===== config.mk =====
export PLATFORM = sky130hd
export DESIGN_NAME = gpioPort_flat
export DESIGN_NICKNAME = d
export VERILOG_FILES = /design/src/memoryPkg.sv /design/src/periphBus.sv /design/src/gpioPort.sv /design/src/flat_wrapper.sv
export SDC_FILE = /design/constraint.sdc
export NUM_CORES = 1
export LEC_CHECK = 0
export BUFFER_PORTS_ARGS = -buffer_cell sky130_fd_sc_hd__buf_2
export CAP_MARGIN = 40
export CORE_UTILIZATION = 32
export CTS_CLUSTER_DIAMETER = 40
export DETAILED_ROUTE_END_ITERATION = 10
export PLACE_DENSITY = 0.7
export SLEW_MARGIN = 20
export SYNTH_ARGS = -nofsm -noshare
export SYNTH_HDL_FRONTEND = slang
export SYNTH_SLANG_ARGS = --single-unit

===== constraint.sdc =====
create_clock -name CLK -period 1.4 [get_ports CLK]
set_input_delay 0.28 -clock CLK [delete_from_list [all_inputs] [get_ports CLK]]
set_output_delay 0.28 -clock CLK [all_outputs]
set_load 0.02 [all_outputs]

===== src/memoryPkg.sv =====
/*
 * Memory map package for the 16-bit system bus.
 * Address views, region codes and peripheral register offsets
 * shared by the controller and its peripherals.
 */
`default_nettype none

package memoryPkg;

	// RAM view: bank select on the top two bits
	typedef struct packed {
		logic [1:0]  bank;
		logic [13:0] offset;
	} ramView_t;

	// I/O view: one byte of region, one byte of register
	typedef struct packed {
		logic [7:0] region;
		logic [7:0] regOffset;
	} ioView_t;

	typedef union packed {
		ramView_t ram;
		ioView_t  io;
	} memAddr_u;

	localparam logic [7:0] UART_REGION = 8'h10;	// 0x10xx
	localparam logic [7:0] GPIO_REGION = 8'h11;	// 0x11xx
	localparam logic [3:0] ROM_TOP     = 4'h0;	// 0x0000 - 0x0fff

	localparam logic [7:0] UART_TXDATA = 8'd0;
	localparam logic [7:0] UART_STATUS = 8'd1;	// bit 0 busy

	localparam logic [7:0] GPIO_OUTREG = 8'd0;
	localparam logic [7:0] GPIO_INREG  = 8'd1;

endpackage

`default_nettype wire


===== src/periphBus.sv =====
/*
 * Register bus between the memory controller and one peripheral.
 * Offset, write data and strobe go out, read data comes back
 * combinationally from the peripheral registers.
 */
`timescale 1ns/1ns
`default_nettype none

interface periphBus #(parameter int BITS = 16);

	logic [7:0]      offset;	// register within the region
	logic [BITS-1:0] wrData;
	logic [BITS-1:0] rdData;
	logic            wr;	// one cycle per write

	modport controller (output offset, output wrData, output wr, input rdData);

	modport peripheral (input offset, input wrData, input wr, output rdData);

endinterface

`default_nettype wire


===== src/gpioPort.sv =====
/*
 * GPIO port.
 * OUTREG drives the output pins and reads back, INREG returns the
 * input pins after a two-flop synchroniser.
 */
`timescale 1ns/1ns
`default_nettype none

module gpioPort
	import memoryPkg::*;
#(
	parameter int BITS = 16,
	parameter int OUT_BITS = 4,
	parameter int IN_BITS = 6
)
(
	input wire logic                CLK,
	input wire logic                RSTb,
	periphBus.peripheral            bus,
	output logic     [OUT_BITS-1:0] pinsOut,
	input wire logic [IN_BITS-1:0]  pinsIn
);

logic [OUT_BITS-1:0] outReg;
logic [IN_BITS-1:0] syncA;	// first stage, may go metastable
logic [IN_BITS-1:0] syncB;

assign pinsOut = outReg;

always_ff @(posedge CLK) begin
	if (!RSTb) begin
		outReg <= '0;
	end else if (bus.wr && bus.offset == GPIO_OUTREG) begin
		outReg <= bus.wrData[OUT_BITS-1:0];
	end
end

always_ff @(posedge CLK) begin
	syncA <= pinsIn;
	syncB <= syncA;
end

always_comb begin
	case (bus.offset)
		GPIO_OUTREG: bus.rdData = {{(BITS - OUT_BITS){1'b0}}, outReg};
		GPIO_INREG:  bus.rdData = {{(BITS - IN_BITS){1'b0}}, syncB};	// zero-extended
		default:     bus.rdData = '0;
	endcase
end

endmodule

`default_nettype wire


===== src/flat_wrapper.sv =====
// flat-port wrapper written by rule: the top's interface ports become plain ports
module gpioPort_flat import memoryPkg::*;
#(
	parameter int BITS = 16,
	parameter int OUT_BITS = 4,
	parameter int IN_BITS = 6
)
  (CLK, RSTb, pinsOut, pinsIn, bus_offset, bus_wrData, bus_wr, bus_rdData);
  periphBus #(.BITS(BITS)) bus_i ();
  input wire logic CLK;
  input wire logic RSTb;
  output logic     [OUT_BITS-1:0] pinsOut;
  input wire logic [IN_BITS-1:0] pinsIn;
  input wire logic [$bits(bus_i.offset)-1:0] bus_offset;
  input wire logic [$bits(bus_i.wrData)-1:0] bus_wrData;
  input wire logic [$bits(bus_i.wr)-1:0] bus_wr;
  output wire logic [$bits(bus_i.rdData)-1:0] bus_rdData;
  assign bus_i.offset = bus_offset;
  assign bus_i.wrData = bus_wrData;
  assign bus_i.wr = bus_wr;
  assign bus_rdData = bus_i.rdData;
  gpioPort #(.BITS(BITS), .OUT_BITS(OUT_BITS), .IN_BITS(IN_BITS)) u_core (.CLK(CLK), .RSTb(RSTb), .bus(bus_i), .pinsOut(pinsOut), .pinsIn(pinsIn));
endmodule

==> flow_summary.toml <==
[outcome]
status = "complete, but fails checks"
violations = "negative setup slack"

[drt]
drtIter0Drc = 5
route.vias.total = 464
ant_nets = 0
wirelength_um = 1079
viasPerCell = 4.035
drcViolationCount = 0
drtPass1Iterations = 2
wl_per_cell_um = 9.383

[timing]
setup_viol = 10
max_freq_mhz = 609.9
postLayoutSetupSlackWorst_ps = -239.7
finalCritPeriodShare_pct = 117.1
setup_tns_ps = -1784
fin_skew_ps = 0.6080
rsz0062_at_grt = "true"
hold_violations = 0
maxSlewViolCount = 0
timing.hold.ws_ps = 97.29
fin_crit_ps = 1640

[setup_path]
crit_cells = 5
cp-start-kind = "input port"
r2r_setup_slack_ps = 800
critPathMaxStageDelay_ps = 560
critPathTopFamily = "simple AND/OR/NAND/NOR gates"
cp_max_fo = 4
crit_buf_inv = 2
cpMostUsedCell = "buf_6"
cp_slowest_cell = "or4_4"
critical_path.startpoint = "bus_offset[6]"
crit_end = "bus_rdData[0]"
arrival_ps = 1360
r2r-start = "u_core.pinsOut[1]"
crit_chain = "buf_6 > or4_4 > nand2b_4 > nor2_4 > buf_6"
r2r_end = "u_core.pinsOut[1]"
crit_type = "in2out"
cp-end-kind = "primary output"
required_ps = 1120
worstRegToRegCells = 2

[placement]
portBuffers = 30
dpl.hpwl_um = 828.1
place_ws_ps = -318.5
gp_congestion = 0.6377

[cells_and_area]
area_delta_synth_final_pct = 50.11
fin_nets = 124
nFillCells = 162
num_antenna_cells = 0
final_util_pct = 51.45
drive_gt1_share_pct = 52.22

[global_route]
grt_pass1_vias = 438
grt_use_met2_pct = 21.16
grt_max_degree = 10
grtUsageTotal_pct = 12.06
busiest_layer = "met2"
use_met1_pct = 12.78
grt_pass1_wl_um = 1683
antenna_found_initial = 0
met3_usage_pct = 2.000
overflow = 0

[clock_tree]
numCtsBuffers = 3
cts_hold_buf = 0
clk_latency_ps = 270
clkTransAtPathRegs_ps = 90
cts_tree = "done"
clockRootBuffer = "clkbuf_4"
cts_num_sinks = 16
clockBufferDepth = 2
htree_levels = 1

[pwr]
p_leak_uw = 0.0004270
ir_drop_v = 0.0005680
p_total_uw = 855.0
p_per_area_mw_per_mm2 = 962.5

[logic_synthesis]
synth_xor_area_share_pct = 0
yosysSeqAreaShare_pct = 54.12
synth_area_leaders = "dfxtp_1, buf_4, mux2i_1"
synth_most_common_cell = "dfxtp_1"
netlist_area_um2 = 591.8
synth_warnings = 0
synth_top_family_by_area = "simple AND/OR/NAND/NOR gates"
async_flop_share_pct = 0
synth-edff-count = 0
synthAdderAreaFrac_pct = 0
synthTopCellsByCount = "dfxtp_1, buf_4, mux2i_1, nand2_1, nor2_1"
yosys.area.top_type_share_pct = 54.12
syn_area_per_cell_um2 = 10.38
synth_top_flop_cell = "dfxtp_1"
yosysTopAreaCell = "dfxtp_1"
ys_ff_latch = 16
synth_cell_type_count = 14
synthCells = 57
synth_compound_area_share_pct = 0
muxShareOfSynthArea_pct = 13.53
synthSimpleGateAreaFrac_pct = 16.28

[worst_hold_path]
hold_start = "pinsIn[1]"
hp-class = "in2reg"
whs_path_depth = 1

[floorplanning]
die_y_um = 45.01
dieArea_mm2 = 0.002025
num_io_pins = 53
die_x_um = 45.01
design.core.area_mm2 = 0.001727
start_util_pct = 34.28
rows = 15

[run]
drv_cap = 0
power breakdown:
part / leakage [µW] / switching [µW] / internal (µW)
clock network: 0.0000210 / 134 / 158
registers: 0.000133 / 4.22 / 473
logic: 0.000273 / 49.3 / 35.8
total: 0.000427 / 188 / 667
layer usage:
layer | routed length, µm | part of all wire, %
met5 | 0 | 0
met4 | 12 | 1.1
met3 | 76 | 7.0
met2 | 600 | 56
met1 | 390 | 36
cells in the final DEF (no fill, tap or decap), drive strengths merged:
cell type,netlist,routed
and3,2,2
buf,13,33
clkbuf,0,4
conb,1,10
dfxtp,16,16
mux2i,8,8
nand2,8,8
nand2b,1,1
nor2,4,4
nor2b,1,1
nor3,1,1
nor4bb,1,1
or4,1,1
layout make-up:
| class | instances | area, µm² | area share, % |
|---|---|---|---|
| multi-input cells | 37 | 284.0 | 31.97 |
| repair buffers | 33 | 216.5 | 24.37 |
| clock buffers | 4 | 36.28 | 4.085 |
| flip-flops and latches | 16 | 320.3 | 36.06 |
| well taps | 25 | 31.28 | 3.521 |
stage by stage:
| step | instance area, µm² | cells |
|---|---|---|
| 2_1_floorplan | 665.6 | 66 |
| 3_3_place_gp | 770.7 | 110 |
| 3_5_place_dp | 770.7 | 110 |
| 4_1_cts | 865.8 | 114 |
| 5_1_grt | 888.4 | 115 |
| 6_report | 888.4 | 115 |
kinds of logic after synthesis:
group,count (synthesis)
buf+inv,13
mux,8
simple gates,19
other cells,1
flops,16
flip-flops by register name (all words and copies together), names as in the netlist:
signal,count
u_core.syncA,6
u_core.syncB,6
u_core.pinsOut,4
timing repair:
item / CTS / global route
setup buffers: 0 / 1
setup endpoints to repair: 6 / 10
pin swaps: 2 / 0
resized for setup: 17 / 2
how the worst min path moves through the flow:
stage                            to  slack, ps
floorplan           u_core.syncA[0]        310
global placement    u_core.syncB[1]        310
detailed placement  u_core.syncB[0]        310
CTS                 u_core.syncA[0]         90
global route        u_core.syncA[3]         80
finish              u_core.syncA[1]        100
Power figures use the tool's default switching activity.
