==> src/memoryPkg.sv <==
/*
 * Memory map package for the 16-bit system bus.
 * Address views, region codes and peripheral register offsets
 * shared by the controller and its peripherals.
 */
`default_nettype none

package memoryPkg;

	// RAM view: bank select on the top two bits
	typedef struct packed {
		logic [1:0]  bank;
		logic [13:0] offset;
	} ramView_t;

	// I/O view: one byte of region, one byte of register
	typedef struct packed {
		logic [7:0] region;
		logic [7:0] regOffset;
	} ioView_t;

	typedef union packed {
		ramView_t ram;
		ioView_t  io;
	} memAddr_u;

	localparam logic [7:0] UART_REGION = 8'h10;	// 0x10xx
	localparam logic [7:0] GPIO_REGION = 8'h11;	// 0x11xx
	localparam logic [3:0] ROM_TOP     = 4'h0;	// 0x0000 - 0x0fff

	localparam logic [7:0] UART_TXDATA = 8'd0;
	localparam logic [7:0] UART_STATUS = 8'd1;	// bit 0 busy

	localparam logic [7:0] GPIO_OUTREG = 8'd0;
	localparam logic [7:0] GPIO_INREG  = 8'd1;

endpackage

`default_nettype wire

==> src/periphBus.sv <==
/*
 * Register bus between the memory controller and one peripheral.
 * Offset, write data and strobe go out, read data comes back
 * combinationally from the peripheral registers.
 */
`timescale 1ns/1ns
`default_nettype none

interface periphBus #(parameter int BITS = 16);

	logic [7:0]      offset;	// register within the region
	logic [BITS-1:0] wrData;
	logic [BITS-1:0] rdData;
	logic            wr;	// one cycle per write

	modport controller (output offset, output wrData, output wr, input rdData);

	modport peripheral (input offset, input wrData, input wr, output rdData);

endinterface

`default_nettype wire

==> src/uartTx.sv <==
/*
 * UART transmitter, 8N1.
 * A write to TXDATA while idle loads a frame of start bit, eight data
 * bits LSB first and stop bit. STATUS bit 0 shows the frame in flight.
 */
`timescale 1ns/1ns
`default_nettype none

module uartTx
	import memoryPkg::*;
#(
	parameter int BITS = 16,
	parameter int CLOCK_FREQ = 10_000_000,
	parameter int BAUD_RATE = 115_200
)
(
	input wire logic CLK,
	input wire logic RSTb,
	periphBus.peripheral bus,
	output logic txd
);

localparam int DIVISOR = CLOCK_FREQ / BAUD_RATE;	// clocks per bit
localparam int CNT_BITS = $clog2(DIVISOR + 1);

logic [CNT_BITS-1:0] baudCount;
logic [3:0] bitCount;	// 0 start, 1..8 data, 9 stop
logic [8:0] shiftReg;	// stop bit comes in with the idle fill
logic [7:0] txData;	// last byte accepted
logic busy;
logic startTx;

assign startTx = bus.wr && (bus.offset == UART_TXDATA) && !busy;	// dropped when busy
assign txd = shiftReg[0];

always_ff @(posedge CLK) begin
	if (!RSTb) begin
		busy <= 1'b0;
		baudCount <= '0;
		bitCount <= '0;
		shiftReg <= '1;	// line idles high
		txData <= '0;
	end else if (startTx) begin
		busy <= 1'b1;
		baudCount <= '0;
		bitCount <= '0;
		shiftReg <= {bus.wrData[7:0], 1'b0};
		txData <= bus.wrData[7:0];
	end else if (busy) begin
		if (baudCount == CNT_BITS'(DIVISOR - 1)) begin
			baudCount <= '0;
			shiftReg <= {1'b1, shiftReg[8:1]};	// refill with idle level
			if (bitCount == 4'd9) begin
				busy <= 1'b0;	// end of stop bit
			end else begin
				bitCount <= bitCount + 4'd1;
			end
		end else begin
			baudCount <= baudCount + 1'b1;
		end
	end
end

always_comb begin
	case (bus.offset)
		UART_TXDATA: bus.rdData = {{(BITS - 8){1'b0}}, txData};
		UART_STATUS: bus.rdData = {{(BITS - 1){1'b0}}, busy};
		default:     bus.rdData = '0;
	endcase
end

endmodule

`default_nettype wire

==> src/flat_wrapper.sv <==
// flat-port wrapper written by rule: the top's interface ports become plain ports
module uartTx_flat import memoryPkg::*;
#(
	parameter int BITS = 16,
	parameter int CLOCK_FREQ = 10_000_000,
	parameter int BAUD_RATE = 115_200
)
  (CLK, RSTb, txd, bus_offset, bus_wrData, bus_wr, bus_rdData);
  periphBus #(.BITS(BITS)) bus_i ();
  input wire logic CLK;
  input wire logic RSTb;
  output logic txd;
  input wire logic [$bits(bus_i.offset)-1:0] bus_offset;
  input wire logic [$bits(bus_i.wrData)-1:0] bus_wrData;
  input wire logic [$bits(bus_i.wr)-1:0] bus_wr;
  output wire logic [$bits(bus_i.rdData)-1:0] bus_rdData;
  assign bus_i.offset = bus_offset;
  assign bus_i.wrData = bus_wrData;
  assign bus_i.wr = bus_wr;
  assign bus_rdData = bus_i.rdData;
  uartTx #(.BITS(BITS), .CLOCK_FREQ(CLOCK_FREQ), .BAUD_RATE(BAUD_RATE)) u_core (.CLK(CLK), .RSTb(RSTb), .bus(bus_i), .txd(txd));
endmodule
==> config.mk <==
export PLATFORM = sky130hd
export DESIGN_NAME = uartTx_flat
export DESIGN_NICKNAME = d
export VERILOG_FILES = /design/src/memoryPkg.sv /design/src/periphBus.sv /design/src/uartTx.sv /design/src/flat_wrapper.sv
export SDC_FILE = /design/constraint.sdc
export NUM_CORES = 1
export LEC_CHECK = 0
export BUFFER_PORTS_ARGS = -buffer_cell sky130_fd_sc_hd__buf_2
export CORE_ASPECT_RATIO = 0.6
export CORE_MARGIN = 3
export CORE_UTILIZATION = 35
export CTS_CLUSTER_DIAMETER = 120
export DETAILED_ROUTE_END_ITERATION = 6
export GPL_ROUTABILITY_DRIVEN = 1
export HOLD_SLACK_MARGIN = 0.06
export PLACE_DENSITY = 0.54
export SLEW_MARGIN = 25
export SYNTH_ARGS = -nofsm -noshare
export SYNTH_HDL_FRONTEND = slang
export SYNTH_SLANG_ARGS = --single-unit
==> constraint.sdc <==
create_clock -name CLK -period 1.9 [get_ports CLK]
set_clock_uncertainty 0.05 [all_clocks]
set_input_delay 0 -clock CLK [delete_from_list [all_inputs] [get_ports CLK]]
set_output_delay 0 -clock CLK [all_outputs]
set_load 0.05 [all_outputs]
==> results.md <==
* Root Driver: clkbuf_8
* Critical path class: reg -> reg
* First DRT Iteration DRCs at 50
* Final Slew Violations at 0
* H-tree depth at 2
* Post-synthesis instance total at 165
* Leak Pwr at 0.698 nW
* Core footprint at 3890 um2
* Hpwl dp at 2.26 mm
* Routed Antenna Nets at 0
* Yosys reg bits at 29
* Wire length per cell at 11.8 um
* Diodes inserted at 0
* Worst-path fanout max at 13
* Number of synthesized flops with an enable pin at 0
* CTS Buf Count at 5
* First-pass GRT wire length at 5.21 mm
* Grt met3 use at 5.09%
* Worst-Skew Late Latency at 0.27 ns
* Clock-pin slew on the worst setup and hold paths at 0.06 ns
* Unrepaired setup endpoints after global routing: false
* Post-CTS setup buffer count at 0
* Worst setup SP type: register
* Critical path capture point type: register
* Worst vdd ir at 0.297 mV
* Setup violations, final at 0
* Most frequent cells in the layout: dfxtp_1, buf_2, nand2_1, nor2_1
* Global-route layer with the greatest usage: met2
* Initial DRT Pass Iterations at 4
* Layout area overhead at 22.4%
* Commonest non-fill, non-tap cell in the layout: dfxtp_1
* FMAX at 0.608 GHz
* Placer Congestion at 0.717
* Die Ht at 56.7 um
* CTS tree: yes
* Routed via count at 1213
* Final hold vios at 0
* Hold Path Class: in -> reg
* # placed instances at 243
* Initial Util at 38.5%
* Via-per-instance ratio at 4.67
* CP required at 2.00 ns
* Fin Setup TNS at 0 ns
* Vias in the first global route at 1121
* Syn Area/Cell at 9.08 um2
* Hold WS at 0.253 ns
* Rows at 17
* All-Layer GR Usage at 12.6%
* GR Overflow Total at 0
* CTS resizes at 0
* CTS Sinks at 29
* Remaining DRCs at 0
* M2 GR Usage at 18.2%
* Outcome: finished, final reports clean
* Power Density at 693 nW/um2
* Tmin final at 1.64 ns
* Clk buf depth at 2
* # IOs at 44
* Synth warn at 0
* Synth cell types at 38
* Number of max-cap violations at 0
* Arrival time at the worst endpoint at 1.75 ns
* Die ar. at 5130 um2
* Sequential-to-total area share from yosys stat at 38.7%
* Post-Syn Area at 1500 um2
* Layout Nets at 233
* Post-Route WL at 3.06 mm
* PortBufs at 27
* Largest net degree at the start of global routing at 22
* Tcrit/Tclk final at 86.6%
* Antenna violations before repair at 0
* Top FF cell, synth: dfxtp_1
* Layout cell share with drive strength beyond 1 at 22.7%
* Share of flip-flops with an asynchronous set or reset at 0%
* Met1 GRT Util at 17.0%
* Non-Filler Instances at 260
* Die Wd at 90.5 um
[per-layer routing]
| metal | part of all wire, % | vias up |
|---|---|---|
| met4 | 0 | 0 |
| li1 | - | 620 |
| met2 | 41 | 36 |
| met3 | 7.1 | 0 |
| met1 | 52 | 557 |
| met5 | 0 | - |
[synthesized netlist by cell type, drive strengths merged (3+ instances only)]
cell type,number,area [um2]
xor2,4,35.0
nand2,22,82.6
nor3b,9,77.6
nand4,3,18.8
clkbuf,3,11.3
buf,13,100
nor2,11,48.8
nor3,3,15.0
dfxtp,29,581
a21boi,9,67.6
mux2i,8,80.1
ha,4,50.1
nand3,3,15.0
and2,8,50.1
a21oi,10,53.8
nand3b,6,45.0
[where the power goes]
part / switching [mW] / total (mW) / internal, mW
clock network: 0.231 / 0.558 / 0.327
registers: 0.00370 / 0.614 / 0.611
logic: 0.0626 / 0.100 / 0.0374
total: 0.297 / 1.27 / 0.975
[metrics by stage]
| step | cell area, um2 | total power [mW] | utilization (%) | setup WS (ns) |
|---|---|---|---|---|
| floorplan | 1530 | 0.698 | - | 0.451 |
| global placement | 1640 | 0.713 | 42.2 | 0.305 |
| detailed placement | 1640 | 0.713 | 42.2 | 0.250 |
| CTS | 1830 | 1.29 | 47.1 | 0.238 |
| global route | 1830 | 1.32 | 47.1 | 0.0778 |
| finish | 1830 | 1.27 | 47.1 | 0.255 |
[flip-flops by register name, indices dropped and copies added (netlist names)]
signal            cells
u_core.baudCount      7
u_core.bitCount       4
u_core.busy           1
u_core.shiftReg       9
u_core.txData         8
[critical path, cell delays in order, from the launching register on]
cell and delay (ns):
dfxtp_1 0.36, inv_1 0.07, ha_1 0.16, nand3_1 0.18
nor2_4 0.38, mux2i_1 0.25, a21oi_1 0.08
[path summary, 6_finish.rpt]
path | to | slack (ns) | from | cells after the start
min reg2reg | u_core.txData[3] | 0.40 | u_core.txData[3] | 2
max reg2reg | u_core.shiftReg[2] | 0.26 | u_core.baudCount[1] | 6
max | u_core.shiftReg[2] | 0.26 | u_core.baudCount[1] | 6
min | u_core.busy | 0.25 | bus_offset[6] | 5
[cell type report]
type / count / area, um2
repair buffers: 39 / 248
well taps: 57 / 71.3
fillers: 369 / 2060
clock inverters: 1 / 5.00
inverters: 2 / 7.51
flip-flops and latches: 29 / 581
multi-input cells: 125 / 826
clock buffers: 7 / 96.3
[kinds of logic after synthesis]
family / synth area share (%)
AO/OA/AOI/OAI: 10.9
multiplexers: 5.34
XOR/XNOR: 3.51
other: 0.250
flip-flops: 38.7
adder cells (fa/ha/maj): 3.34
AND/OR/NAND/NOR: 30.1
buffers and inverters: 7.93
[what timing repair did]
action / CTS / global route
endpoints found under the setup margin: 0 / 0
hold buffers: 9 / 0
endpoints found under the hold margin: 17 / 0
Power figures use the tool's default switching activity.
